==> src/common/cpu_sm_pkg.sv <==
/* Types and codes shared by the DMA bus-master sequencer. dsack codes are active low,
   packed {dsack1_, dsack0_}; byte ports are decoded but not supported. */
`default_nettype none

package cpu_sm_pkg;

    // Width of the sequencer state register
    localparam int state_w = 5;

    // One longword per bus tenure, split in two word cycles on a 16-bit port
    typedef enum logic [state_w-1:0] {
        s_idle = 5'b00000,
        s_req  = 5'b00001,
        s_ack  = 5'b00011,
        s_addr = 5'b00111,
        s_data = 5'b00110,
        s_next = 5'b00100,
        s_done = 5'b01000
    } sm_state_t;

    // Latched acknowledge pair
    typedef logic [1:0] dsack_t;

    localparam dsack_t dsack_none = 2'b11;
    localparam dsack_t dsack_16   = 2'b01;
    localparam dsack_t dsack_32   = 2'b00;
    // Byte port answers on dsack0_ alone
    localparam dsack_t dsack_8    = 2'b10;

    // Decoded size of the answering port
    typedef enum logic [1:0] {
        port_none = 2'd0,
        port_8    = 2'd1,
        port_16   = 2'd2,
        port_32   = 2'd3
    } port_size_t;

endpackage

`default_nettype wire
==> src/cpu_sm/cpu_sm.sv <==
/* DMA bus-master sequencer top: one longword per bus tenure on 16 or 32-bit ports.
   Single clock BCLK; no STERM_ termination, flush or byte-lane bridging. */
`timescale 1ns/1ps
`default_nettype none

module cpu_sm (
    input  logic BCLK,
    input  logic CCRESET_,
    input  logic dmaena,
    input  logic dreq_,
    input  logic dmadir,
    input  logic fifofull,
    input  logic fifoempty,
    input  logic bgrant_,
    input  logic bgack_i_,
    input  logic as_,
    input  logic dsack0_,
    input  logic dsack1_,
    input  logic sterm_,
    output logic breq,
    output logic bgack,
    output logic pas,
    output logic pds,
    output logic size1,
    output logic f2cpuh,
    output logic f2cpul,
    output logic dieh,
    output logic diel,
    output logic plhw,
    output logic pllw,
    output logic incfifo,
    output logic decfifo
);

    logic                   dmaena_s;
    logic                   dreq_s_;
    logic                   bgrant_s_;
    logic                   bus_busy;
    cpu_sm_pkg::port_size_t port_size;
    cpu_sm_pkg::sm_state_t  next_state;
    logic                   second_word;

    bus_input_sync u_sync (
        .BCLK      (BCLK),
        .CCRESET_  (CCRESET_),
        .dmaena    (dmaena),
        .dreq_     (dreq_),
        .bgrant_   (bgrant_),
        .bgack_i_  (bgack_i_),
        .as_       (as_),
        .dsack0_   (dsack0_),
        .dsack1_   (dsack1_),
        .sterm_    (sterm_),
        .dmaena_s  (dmaena_s),
        .dreq_s_   (dreq_s_),
        .bgrant_s_ (bgrant_s_),
        .bus_busy  (bus_busy),
        .port_size (port_size)
    );

    // Current state is only used inside the sequencer
    cpu_sm_seq u_seq (
        .BCLK        (BCLK),
        .CCRESET_    (CCRESET_),
        .dmaena_s    (dmaena_s),
        .dreq_s_     (dreq_s_),
        .bgrant_s_   (bgrant_s_),
        .bus_busy    (bus_busy),
        .port_size   (port_size),
        .dmadir      (dmadir),
        .fifofull    (fifofull),
        .fifoempty   (fifoempty),
        .state       (),
        .next_state  (next_state),
        .second_word (second_word)
    );

    cpu_sm_outputs u_outputs (
        .BCLK        (BCLK),
        .CCRESET_    (CCRESET_),
        .next_state  (next_state),
        .second_word (second_word),
        .dmadir      (dmadir),
        .breq        (breq),
        .bgack       (bgack),
        .pas         (pas),
        .pds         (pds),
        .size1       (size1),
        .f2cpuh      (f2cpuh),
        .f2cpul      (f2cpul),
        .dieh        (dieh),
        .diel        (diel),
        .plhw        (plhw),
        .pllw        (pllw),
        .incfifo     (incfifo),
        .decfifo     (decfifo)
    );

endmodule

`default_nettype wire

==> src/cpu_sm/cpu_sm_outputs.sv <==
/* Bus and FIFO strobes, decoded from the next state and registered with the state.
   The first cycle of a write drives both words since the port size is not yet known. */
`timescale 1ns/1ps
`default_nettype none

module cpu_sm_outputs (
    input  logic                  BCLK,
    input  logic                  CCRESET_,
    input  cpu_sm_pkg::sm_state_t next_state,
    input  logic                  second_word,
    input  logic                  dmadir,
    output logic                  breq,
    output logic                  bgack,
    output logic                  pas,
    output logic                  pds,
    output logic                  size1,
    output logic                  f2cpuh,
    output logic                  f2cpul,
    output logic                  dieh,
    output logic                  diel,
    output logic                  plhw,
    output logic                  pllw,
    output logic                  incfifo,
    output logic                  decfifo
);

    logic rd;
    logic in_cycle;
    logic in_data;
    logic term_first;
    logic term_last;
    logic tenure;

    assign rd         = dmadir;
    assign in_cycle   = (next_state == cpu_sm_pkg::s_addr) || (next_state == cpu_sm_pkg::s_data);
    assign in_data    = next_state == cpu_sm_pkg::s_data;
    // s_next is only entered on the first half of a 16-bit transfer
    assign term_first = next_state == cpu_sm_pkg::s_next;
    assign term_last  = next_state == cpu_sm_pkg::s_done;
    assign tenure     = next_state inside {cpu_sm_pkg::s_ack, cpu_sm_pkg::s_addr,
                                           cpu_sm_pkg::s_data, cpu_sm_pkg::s_next,
                                           cpu_sm_pkg::s_done};

    always_ff @(posedge BCLK or negedge CCRESET_) begin
        if (!CCRESET_) begin
            breq    <= 1'b0;
            bgack   <= 1'b0;
            pas     <= 1'b0;
            pds     <= 1'b0;
            size1   <= 1'b0;
            f2cpuh  <= 1'b0;
            f2cpul  <= 1'b0;
            dieh    <= 1'b0;
            diel    <= 1'b0;
            plhw    <= 1'b0;
            pllw    <= 1'b0;
            incfifo <= 1'b0;
            decfifo <= 1'b0;
        end else begin
            breq    <= next_state == cpu_sm_pkg::s_req;
            bgack   <= tenure;
            pas     <= in_cycle;
            pds     <= in_data;
            size1   <= in_cycle & second_word;
            // High word only goes out on the first cycle
            f2cpuh  <= ~rd & in_cycle & ~second_word;
            f2cpul  <= ~rd & in_cycle;
            dieh    <= rd & in_data;
            diel    <= rd & in_data;
            // A 32-bit port ends without a word cycle and latches both halves at once
            plhw    <= rd & (term_first | (term_last & ~second_word));
            pllw    <= rd & term_last;
            incfifo <= rd & term_last;
            decfifo <= ~rd & term_last;
        end
    end

    a_pds_in_pas: assert property (
        @(posedge BCLK) disable iff (!CCRESET_)
        pds |-> pas
    );

endmodule

`default_nettype wire

==> src/cpu_sm/cpu_sm_seq.sv <==
/* State register and next-state logic of the sequencer. dmadir and the FIFO flags
   must be synchronous to BCLK; all other inputs arrive already registered. */
`timescale 1ns/1ps
`default_nettype none

module cpu_sm_seq (
    input  logic                   BCLK,
    input  logic                   CCRESET_,
    input  logic                   dmaena_s,
    input  logic                   dreq_s_,
    input  logic                   bgrant_s_,
    input  logic                   bus_busy,
    input  cpu_sm_pkg::port_size_t port_size,
    input  logic                   dmadir,
    input  logic                   fifofull,
    input  logic                   fifoempty,
    output cpu_sm_pkg::sm_state_t  state,
    output cpu_sm_pkg::sm_state_t  next_state,
    output logic                   second_word
);

    logic fifo_ready;
    logic request;

    // Room for a longword on reads, a longword present on writes
    assign fifo_ready = dmadir ? ~fifofull : ~fifoempty;
    assign request    = dmaena_s & ~dreq_s_ & fifo_ready;

    always_comb begin
        next_state = state;
        case (state)
            cpu_sm_pkg::s_idle: begin
                if (request) begin
                    next_state = cpu_sm_pkg::s_req;
                end
            end
            cpu_sm_pkg::s_req: begin
                // Wait for our grant and for the last master to leave the bus
                if (!bgrant_s_ && !bus_busy) begin
                    next_state = cpu_sm_pkg::s_ack;
                end
            end
            cpu_sm_pkg::s_ack: begin
                next_state = cpu_sm_pkg::s_addr;
            end
            cpu_sm_pkg::s_addr: begin
                next_state = cpu_sm_pkg::s_data;
            end
            cpu_sm_pkg::s_data: begin
                case (port_size)
                    cpu_sm_pkg::port_32: begin
                        next_state = cpu_sm_pkg::s_done;
                    end
                    cpu_sm_pkg::port_16: begin
                        if (second_word) begin
                            next_state = cpu_sm_pkg::s_done;
                        end else begin
                            next_state = cpu_sm_pkg::s_next;
                        end
                    end
                    // No acknowledge yet, keep the strobes asserted
                    default: begin
                        next_state = cpu_sm_pkg::s_data;
                    end
                endcase
            end
            cpu_sm_pkg::s_next: begin
                // Strobes drop for a cycle, then the word cycle starts
                next_state = cpu_sm_pkg::s_addr;
            end
            cpu_sm_pkg::s_done: begin
                next_state = cpu_sm_pkg::s_idle;
            end
            default: begin
                next_state = cpu_sm_pkg::s_idle;
            end
        endcase
    end

    always_ff @(posedge BCLK or negedge CCRESET_) begin
        if (!CCRESET_) begin
            state <= cpu_sm_pkg::s_idle;
        end else begin
            state <= next_state;
        end
    end

    // Marks the word half of a 16-bit transfer, cleared as the bus is released
    always_ff @(posedge BCLK or negedge CCRESET_) begin
        if (!CCRESET_) begin
            second_word <= 1'b0;
        end else if (next_state == cpu_sm_pkg::s_next) begin
            second_word <= 1'b1;
        end else if (next_state == cpu_sm_pkg::s_idle) begin
            second_word <= 1'b0;
        end
    end

    a_done_after_data: assert property (
        @(posedge BCLK) disable iff (!CCRESET_)
        (state == cpu_sm_pkg::s_done) |-> ($past(state) == cpu_sm_pkg::s_data)
    );

    a_state_legal: assert property (
        @(posedge BCLK) disable iff (!CCRESET_)
        state inside {cpu_sm_pkg::s_idle, cpu_sm_pkg::s_req, cpu_sm_pkg::s_ack,
                      cpu_sm_pkg::s_addr, cpu_sm_pkg::s_data, cpu_sm_pkg::s_next,
                      cpu_sm_pkg::s_done}
    );

    a_word_after_16: assert property (
        @(posedge BCLK) disable iff (!CCRESET_)
        $rose(second_word) |-> ($past(port_size) == cpu_sm_pkg::port_16)
    );

endmodule

`default_nettype wire

==> src/logic/bus_input_sync.sv <==
/* Registers the asynchronous bus inputs on BCLK; every path gains one cycle.
   The dsack latch reads as none while as_ is high, so sizing only holds inside a cycle. */
`timescale 1ns/1ps
`default_nettype none

module bus_input_sync (
    input  logic                   BCLK,
    input  logic                   CCRESET_,
    input  logic                   dmaena,
    input  logic                   dreq_,
    input  logic                   bgrant_,
    input  logic                   bgack_i_,
    input  logic                   as_,
    input  logic                   dsack0_,
    input  logic                   dsack1_,
    input  logic                   sterm_,
    output logic                   dmaena_s,
    output logic                   dreq_s_,
    output logic                   bgrant_s_,
    output logic                   bus_busy,
    output cpu_sm_pkg::port_size_t port_size
);

    cpu_sm_pkg::dsack_t dsack_q;

    // Request and grant inputs, plus bus activity from any master
    always_ff @(posedge BCLK or negedge CCRESET_) begin
        if (!CCRESET_) begin
            dmaena_s  <= 1'b0;
            dreq_s_   <= 1'b1;
            bgrant_s_ <= 1'b1;
            bus_busy  <= 1'b0;
        end else begin
            dmaena_s  <= dmaena;
            dreq_s_   <= dreq_;
            bgrant_s_ <= bgrant_;
            bus_busy  <= ~(bgack_i_ & as_ & dsack0_ & dsack1_ & sterm_);
        end
    end

    // Acknowledge latch, held clear while the address strobe is negated
    always_ff @(posedge BCLK or negedge CCRESET_) begin
        if (!CCRESET_) begin
            dsack_q <= cpu_sm_pkg::dsack_none;
        end else if (as_) begin
            dsack_q <= cpu_sm_pkg::dsack_none;
        end else begin
            dsack_q <= {dsack1_, dsack0_};
        end
    end

    always_comb begin
        case (dsack_q)
            cpu_sm_pkg::dsack_32: port_size = cpu_sm_pkg::port_32;
            cpu_sm_pkg::dsack_16: port_size = cpu_sm_pkg::port_16;
            cpu_sm_pkg::dsack_8:  port_size = cpu_sm_pkg::port_8;
            default:              port_size = cpu_sm_pkg::port_none;
        endcase
    end

    // A byte port would stall the sequencer in its data state
    a_no_byte_port: assert property (
        @(posedge BCLK) disable iff (!CCRESET_)
        dsack_q != cpu_sm_pkg::dsack_8
    );

endmodule

`default_nettype wire

==> config.mk <==
export PLATFORM = sky130hd
export DESIGN_NAME = cpu_sm
export DESIGN_NICKNAME = d
export VERILOG_FILES = /design/src/common/cpu_sm_pkg.sv /design/src/cpu_sm/cpu_sm.sv /design/src/cpu_sm/cpu_sm_outputs.sv /design/src/cpu_sm/cpu_sm_seq.sv /design/src/logic/bus_input_sync.sv
export SDC_FILE = /design/constraint.sdc
export NUM_CORES = 1
export LEC_CHECK = 0
export CORE_ASPECT_RATIO = 1.1
export CORE_MARGIN = 5
export CORE_UTILIZATION = 58
export CTS_CLUSTER_DIAMETER = 100
export CTS_CLUSTER_SIZE = 40
export DETAILED_ROUTE_END_ITERATION = 10
export DONT_BUFFER_PORTS = 1
export PLACE_DENSITY = 0.74
export SLEW_MARGIN = 10
export SYNTH_ARGS = -nofsm -noshare
export SYNTH_HDL_FRONTEND = slang
export SYNTH_SLANG_ARGS = --single-unit
==> constraint.sdc <==
create_clock -name BCLK -period 1.83 [get_ports BCLK]
set_input_delay 0.0915 -clock BCLK [delete_from_list [all_inputs] [get_ports BCLK]]
set_output_delay 0.0915 -clock BCLK [all_outputs]
set_load 0.1 [all_outputs]
==> results of run 1 <==
==> per-layer routing <==
layer,vias up,GRT usage,share of wire
met2,19,0.2344,0.48
met1,261,0.1849,0.41
li1,268,-,-
met5,-,0,0
met4,0,0.05530,0.0095
met3,2,0.03860,0.093
==> through the flow <==
step / hold slack [ns] / std cells / setup slack (ns)
2_1_floorplan: -0.2041 / 68 / 0.4145
3_3_place_gp: -0.2035 / 93 / 0.4153
3_5_place_dp: -0.2035 / 93 / 0.3919
4_1_cts: 0.3122 / 107 / 0.3704
5_1_grt: 0.3004 / 107 / 0.1716
6_report: 0.3186 / 107 / 0.3701
==> cell families (layout without fill, tap and decap cells) <==
kind of cell           count (synthesis)  after routing  share of synthesized area
AO/OA/AOI/OAI                          8              8                    0.09231
buffers and inverters                  7             30                    0.03776
flip-flops                            23             23                     0.6490
multiplexers                           3              3                    0.03916
other                                  1              1                   0.004192
AND/OR/NAND/NOR                       26             26                     0.1776
==> synth_stat cells (2+ instances only) <==
master,instances,area share
nor2_1,6,0.025
dfrtp_1,19,0.53
dfstp_2,4,0.12
nand2_1,3,0.013
and2_1,3,0.021
nor3_1,2,0.011
buf_4,2,0.017
mux2i_1,2,0.022
o21ai_1,2,0.011
or2_2,2,0.014
inv_1,5,0.021
==> worst max path at each step <==
stage	from	endpoint
2_1_floorplan	u_outputs.dieh	diel
3_3_place_gp	u_seq.state[0]	u_seq.second_word
3_5_place_dp	u_seq.state[0]	u_outputs.plhw
4_1_cts	u_seq.state[0]	u_outputs.plhw
5_1_grt	u_seq.state[4]	u_seq.second_word
6_report	u_seq.state[0]	u_outputs.plhw
==> power breakdown <==
group	switching, uW	internal, uW	leakage [uW]	total (uW)
clock network	145	81.6	0.0000177	226
logic	31.7	26.7	0.000254	58.4
registers	5.39	521	0.000294	527
total	182	629	0.000566	811
==> critical path, delay by kind of cell (launching register included) <==
kind	cells	cell delay, ns
compound gates	3	0.57
flops	1	0.46
simple gates	2	0.34
==> timing repair <==
action                                  CTS  global route
hold endpoints to repair                 35             0
endpoints found under the setup margin    0             0
hold buffers                             10             0
==> area by class of cell <==
| cell class | instances | area (sq um) | share of cell area |
|---|---|---|---|
| Sequential cell | 23 | 583.1 | 0.5242 |
| Multi-Input combinational cell | 38 | 280.3 | 0.2520 |
| Timing Repair Buffer | 21 | 182.7 | 0.1642 |
| Clock buffer | 3 | 22.52 | 0.02025 |
| Tap cell | 16 | 20.02 | 0.01800 |
| Inverter | 5 | 18.77 | 0.01687 |
| Clock inverter | 1 | 5.005 | 0.004499 |
==> results_dict.tcl, run 1 <==
set metrics [dict create \
    synth_edf_count 0 \
    arrival_ns 1.67 \
    grt_pass1_wl_um 2490 \
    rsz0062_at_grt "no" \
    crit_chain "and2_1 -> o21ai_1 -> o21ai_1 -> nor2b_1 -> o21a_1" \
    p_total_uw 811.1 \
    worstHoldStart "bgrant_" \
    drive_gt1_frac 0.3407 \
    hpwlAfterDp_um 991.7 \
    cts.sinks 23 \
    clk_pin_slew_ns 0.12 \
    overflow 0 \
    min_to "u_sync.bgrant_s_" \
    syn_avg_cell_area_sq_um 13.16 \
    drtPass1Iterations 4 \
    place_congestion 0.7987 \
    outcome "complete, no violations" \
    grtUsageTotal 0.1464 \
    pin_count 26 \
    cts_root_buf "clkbuf_4" \
    setup-tns-final_ns 0 \
    cap_violations 0 \
    worst-r2r-setup-slack_ns 0.37 \
    worst_ep_required_time_ns 2.05 \
    regMostFlops "u_seq.state" \
    top_regs "u_seq.state: 5 flops, u_sync.dsack_q: 2 flops" \
    cts_max_level 1 \
    hp-class "in2reg" \
    place_area_sq_um 984.7 \
    cts_tree "yes" \
    fin_skew_ns 0.009646 \
    initial_core_util 0.6305 \
    power_density_nw_per_um2 729.2 \
    final_common_cell "dfrtp_1" \
    antenna_found_initial 0 \
    drt-vias-per-instance 5.140 \
    fin_util 0.7840 \
    cp_slowest_stage_delay_ns 0.46 \
    crit_slowest_cell "dfrtp_1" \
    synth_nets 81 \
    relSlewSlack 0.3550 \
    drv_slew 0 \
    cts_made_buffers 3 \
    largest_reg_flops 5 \
    synth-main-ff-cell "dfrtp_1" \
    syn_to_final_growth_pct 24.34 \
    synthDistinctLibCells 29 \
    grt_pass1_vias 564 \
    drc 0 \
    portBuffers 0 \
    diodes 0 \
    cts_setup_buffers 0 \
    finalCritPeriodShare 0.7978 \
    rows 14 \
    insertion_delay_ns 0.31 \
    n_fill_cell 94 \
    dieArea_sq_um 2429 \
    wl_um 1476 \
    wl_per_cell_um 13.79 \
    drt_iter0_markers 8 \
    p_leak_uw 0.0005659 \
    die_w_um 47.45 \
    irDropWorstVdd_mv 0.5404 \
    seq_area_frac_synth 0.6490 \
    core_sq_um 1419 \
    syn_area_sq_um 894.6 \
    layout_common_cells "dfrtp_1 (17), buf_4 (11), dlygate4sd3_1 (10)" \
    holdPathStages 1 \
    fmax_mhz 685.0 \
    setup_viol 0 \
    finalHoldViolCount 0 \
    antenna_left 0 \
    async_reset_ff_frac 1.000 \
    r2r-end "u_outputs.plhw" \
    critical_path_class "reg2reg" \
    r2r_cells 5 \
    ctsResizeCount 0 \
    cp_max_fo 6 \
    period_needed_ns 1.460 \
    grt_max_degree 24 \
    final_area_sq_um 1112 \
    route.vias.total 550 \
    clk_path_buf_depth 2 \
    ys_ff_latch 23 \
    die_y_um 51.19 \
    final_nets 105 \
    worst_slew_pin_slew_ns 0.9644 \
    critPathCaptureType "register" \
    crit_path_start_kind "register" \
    yosys_warnings 0 \
    syn-instance-count 68 \
    reg2reg_from "u_seq.state[0]" \
    crit_top_cell "o21ai_1" \
]
Power figures use the tool's default switching activity.
==> run 2: changes to the inputs <==
- CORE_UTILIZATION: 58 -> 53
- PLACE_DENSITY: 0.74 -> 0.71
- clock period: 1.83 -> 1.18 ns (I/O delays scaled with it)
==> run 2 against run 1 <==
The flow now finishes with violations (hold timing, setup timing). Setup slack got worse by 0.71 ns. Maximum frequency fell by 3.9%. Wire length rose by 64%. Via count rose by 21%. Final cell count rose by 16%. Critical endpoint is now u_seq.second_word. Largest cell class unchanged.
==> results_dict.tcl, run 2 (synthesis gave the netlist of run 1 again) <==
set metrics [dict create \
    cts_made_buffers 3 \
    dieArea_sq_um 2610 \
    finalCritPeriodShare 1.288 \
    drive_gt1_frac 0.6449 \
    fin_util 0.8729 \
    rsz0062_at_grt "yes" \
    crit_slowest_cell "dfrtp_2" \
    final_area_sq_um 1393 \
    cts_max_level 1 \
    wl_um 2418 \
    fmax_mhz 658.0 \
    hp-class "in2async" \
    initial_core_util 0.5608 \
    die_w_um 49.17 \
    final_nets 121 \
    top_regs "u_seq.state: 5 flops, u_sync.dsack_q: 2 flops" \
    crit_chain "and3b_2 -> nand2_4 -> o211ai_4 -> buf_6 -> nor3_2 -> o21bai_1" \
    cap_violations 0 \
    p_total_uw 1294 \
    worst_slew_pin_slew_ns 0.9604 \
    drtPass1Iterations 4 \
    setup_ws_ns -0.3398 \
    portBuffers 0 \
    outcome "finished with violations" \
    critical_path_class "reg2reg" \
    die_y_um 53.09 \
    cts.sinks 23 \
    crit_path_start_kind "register" \
    irDropWorstVdd_mv 0.6747 \
    finalHoldViolCount 19 \
    cp_slowest_stage_delay_ns 0.48 \
    diodes 0 \
    p_leak_uw 0.0006874 \
    arrival_ns 1.76 \
    clk_pin_slew_ns 0.12 \
    layout_common_cells "buf_4 (20), dfrtp_1 (14), dlygate4sd3_1 (8)" \
    place_congestion 0.7165 \
    hpwlAfterDp_um 1122 \
    cts_tree "yes" \
    setup_viol 14 \
    drv_slew 0 \
    antenna_found_initial 0 \
    core_sq_um 1595 \
    drt-vias-per-instance 5.371 \
    fin_skew_ns 0.007459 \
    pin_count 26 \
    insertion_delay_ns 0.31 \
    regMostFlops "u_seq.state" \
    r2r_cells 6 \
    violations "hold timing, setup timing" \
    overflow 0 \
    grtUsageTotal 0.1709 \
    final_common_cell "buf_4" \
    cts_root_buf "clkbuf_4" \
    critPathCaptureType "register" \
    rows 15 \
    wl_per_cell_um 19.50 \
    largest_reg_flops 5 \
    setup-tns-final_ns -2.844 \
    grt_pass1_vias 714 \
    drc 0 \
    worst_ep_required_time_ns 1.42 \
    worst-r2r-setup-slack_ns -0.34 \
    hold_ws_ns -0.04525 \
    clk_path_buf_depth 2 \
    power_density_nw_per_um2 928.9 \
    relSlewSlack 0.3597 \
    route.vias.total 666 \
    cp_max_fo 6 \
    period_needed_ns 1.520 \
    grt_pass1_wl_um 3263 \
    r2r-end "u_seq.second_word" \
    place_area_sq_um 1090 \
    syn_to_final_growth_pct 55.66 \
    n_fill_cell 77 \
    antenna_left 0 \
    drt_iter0_markers 3 \
    reg2reg_from "u_seq.state[0]" \
    grt_max_degree 24 \
]
## run 2: cell types whose count changed in the layout (fill, tap and decap cells not counted), moves of 3 or more
| cell | before | now |
|---|---|---|
| dfrtp_2 | 2 | 5 |
| buf_6 | 0 | 6 |
| and2_1 | 3 | 0 |
| nor2_1 | 6 | 2 |
| dfrtp_1 | 17 | 14 |
| and2_4 | 0 | 3 |
| buf_4 | 11 | 20 |
## run 2: how the worst max path moves through the flow
stage              startpoint                end  depth (start not counted)
2_1_floorplan  u_seq.state[0]     u_outputs.plhw                          5
3_3_place_gp   u_seq.state[0]  u_seq.second_word                          5
3_5_place_dp   u_seq.state[0]  u_seq.second_word                          6
4_1_cts        u_seq.state[0]  u_seq.second_word                          6
5_1_grt        u_seq.state[0]    u_outputs.bgack                          5
6_report       u_seq.state[0]  u_seq.second_word                          6
## run 2: routing by layer
layer  GRT usage  part of all wire
met1      0.1645              0.36
met2      0.3369              0.59
met3     0.04507             0.044
met4     0.07175            0.0066
met5           0                 0
## run 2: power by group
| group | switching (uW) | leakage (uW) | total (uW) | internal (uW) |
|---|---|---|---|---|
| clock | 224 | 0.0000150 | 356 | 132 |
| sequential | 10.3 | 0.000289 | 819 | 809 |
| combinational | 64.1 | 0.000384 | 119 | 54.6 |
## run 2: metrics by stage
stage,instances,hold slack (ns),setup WS (ns)
finish,124,-0.04525,-0.3398
global route,124,0.04139,-0.3627
CTS,121,0.2761,-0.2162
detailed placement,104,-0.2361,-0.2280
global placement,104,-0.2360,-0.1784
floorplan,68,-0.2366,-0.1192
## run 2: critical path: cells and delay by family, from the launching register on
| kind | cells | cell delay [ns] |
|---|---|---|
| DFF | 1 | 0.48 |
| and+or+nand+nor | 3 | 0.41 |
| AOI/OAI and AO/OA | 2 | 0.42 |
| buffers and inverters | 1 | 0.14 |
## run 2: final cells by class
cell class | count | area, sq um | share of cell area
Inverter | 5 | 21.27 | 0.01527
Clock buffer | 4 | 26.28 | 0.01887
Multi-Input combinational cell | 38 | 386.6 | 0.2776
Timing Repair Buffer | 37 | 350.3 | 0.2516
Tap cell | 17 | 21.27 | 0.01527
Sequential cell | 23 | 586.8 | 0.4214
## run 2: timing repair
item / 4_1_cts / 5_1_grt
buffers inserted: 5 / 4
pin swaps: 7 / 7
gates cloned: 0 / 0
endpoints found under the setup margin: 14 / 19
hold buffers: 9 / 0
hold endpoints to repair: 35 / 0
gates resized for setup: 11 / 28
==> run 3: changes to the inputs <==
- REMOVE_ABC_BUFFERS: default -> 1
==> run 3 against run 2 <==
The run still ends with hold timing, setup timing left. Flip-flop and latch count unchanged. Setup slack improved by 0.11 ns. Clock power grew 2%. Utilization decreased by 3.5 points. Design area is 4.0% lower. Die area unchanged. Combinational power fell by 8%. Total power shrank 0.18%. Critical endpoint is now u_outputs.f2cpuh. Largest cell class unchanged. Largest power group unchanged.
==> results_dict.tcl, run 3 (synthesis gave the netlist of run 1 again) <==
set metrics [dict create \
    outcome "finished with violations" \
    violations "hold timing, setup timing" \
    final_nets 118 \
    diodes 0 \
    rows 15 \
    wl_per_cell_um 15.45 \
    critical_path_class "reg2reg" \
    antenna_found_initial 0 \
    clk_path_buf_depth 2 \
    pin_count 26 \
    combPwrFrac 0.084 \
    setup_viol 14 \
    die_w_um 49.17 \
    relSlewSlack 0.3452 \
    worst_ep_required_time_ns 1.38 \
    core_sq_um 1595 \
    dieArea_sq_um 2610 \
    place_congestion 0.7159 \
    irDropWorstVdd_mv 1.140 \
    arrival_ns 1.61 \
    finalCritPeriodShare 1.191 \
    regArea_sq_um 586.8 \
    drv_slew 0 \
    drc 0 \
    cts_root_buf "clkbuf_4" \
    power_frac_seq 0.634 \
    n_fill_cell 83 \
    power_density_nw_per_um2 966.2 \
    rsz0062_at_grt "yes" \
    clk_pin_slew_ns 0.12 \
    fmax_mhz 711.7 \
    dp_cells 105 \
    grtUsageTotal 0.1630 \
    switching_share 0.2360 \
    fin_skew_ns 0.001907 \
    cts_max_level 1 \
    setup_ws_ns -0.2252 \
    cts_made_buffers 3 \
    detailedPlace.worstSlack_ns -0.2774 \
    switchingPower_uw 304.8 \
    grt_max_degree 24 \
    cap_violations 0 \
    p_leak_uw 0.0006624 \
    worst_slew_pin_slew_ns 0.9822 \
    instances_no_fill 121 \
    drt-vias-per-instance 4.975 \
    cts.sinks 23 \
    p_total_uw 1291 \
    crit_path_start_kind "register" \
    regMostFlops "u_seq.state" \
    final_common_cell "buf_4" \
    p_int_uw 986.4 \
    layout_common_cells "buf_4 (18), dfrtp_1 (14), dlygate4sd3_1 (9)" \
    critPathCaptureType "register" \
    finalHoldViolCount 19 \
    initial_core_util 0.5608 \
    overflow 0 \
    hpwlAfterDp_um 1162 \
    cts_tree "yes" \
    grt_pass1_vias 674 \
    die_y_um 53.09 \
    wl_um 1869 \
    drive_gt1_frac 0.5962 \
    portBuffers 0 \
    multiInputGateArea_sq_um 356.6 \
    period_needed_ns 1.405 \
    largest_reg_flops 5 \
    hp-class "in2async" \
    route.vias.total 602 \
    power_frac_clock 0.282 \
    cp_max_fo 5 \
    drt_iter0_markers 10 \
    drtPass1Iterations 4 \
    grt_pass1_wl_um 3174 \
    hold_ws_ns -0.03700 \
    insertion_delay_ns 0.31 \
    top_regs "u_seq.state: 5 flops, u_sync.dsack_q: 2 flops" \
    antenna_left 0 \
    syn_to_final_growth_pct 49.37 \
]
## run 3: changes by cell type in the layout (fill, tap and decap cells not counted), sizes merged
cell / delta
clkinv: +1
clkbuf: -1
buf: -4
dlygate4sd3: +1
## run 3: power by group through the flow
stage	sequential, uW	combinational (uW)	clock (uW)
detailed placement	831	61.8	0
CTS	817	108	372
finish	818	109	364
floorplan	844	28.8	0
global placement	830	60.8	0
global route	821	120	412
## run 3: metrics by stage
step                      cell area, sq um  hold slack (ns)  utilization  setup TNS, ns
after floorplan                      879.6          -0.2366            -         -1.901
final                                 1336         -0.03700       0.8376         -2.197
after global routing                  1336          0.04221       0.8376         -3.112
after global placement                1094          -0.2359       0.6855         -1.696
after detailed placement              1094          -0.2359       0.6855         -2.411
after CTS                             1313           0.2637       0.8227         -1.953
## run 3: layer usage
layer | vias up | wire [um] | track usage | part of all wire
met5 | - | 0 | 0 | 0
met4 | 0 | 23 | 0.06726 | 0.012
met3 | 2 | 118 | 0.03099 | 0.063
met2 | 21 | 969 | 0.2811 | 0.52
met1 | 288 | 757 | 0.1996 | 0.41
li1 | 291 | - | - | -
## run 3: timing repair
action / 4_1_cts / 5_1_grt
setup buffers: 2 / 0
resized for setup: 22 / 8
endpoints found under the setup margin: 14 / 19
pin swaps: 7 / 4
hold endpoints to repair: 35 / 0
hold buffers: 10 / 0
## run 3: path summary, 6_finish.rpt
kind | start | endpoint | slack [ns] | depth (start not counted)
max | u_seq.state[2] | u_outputs.f2cpuh | -0.23 | 5
min | CCRESET_ | u_outputs.f2cpul | -0.04 | 1
max reg2reg | u_seq.state[2] | u_outputs.f2cpuh | -0.23 | 5
min reg2reg | u_seq.second_word | u_outputs.f2cpuh | 0.55 | 2
max in group asynchronous | CCRESET_ | u_seq.state[0] | 0.56 | 1
min in group BCLK | bgrant_ | u_sync.bgrant_s_ | 0.27 | 1
## run 3: layout make-up
cell class                      count  share of cell area
Clock buffer                        3             0.01685
Sequential cell                    23              0.4391
Clock inverter                      1            0.003745
Inverter                            5             0.01592
Tap cell                           17             0.01592
Multi-Input combinational cell     38              0.2669
Timing Repair Buffer               34              0.2416
## run 3: critical path: stages, from the launching register on
cell	delay (ns)
dfrtp_2	0.46
nor3b_4	0.18
o21ai_4	0.21
a21boi_4	0.26
buf_6	0.15
nor3_2	0.04
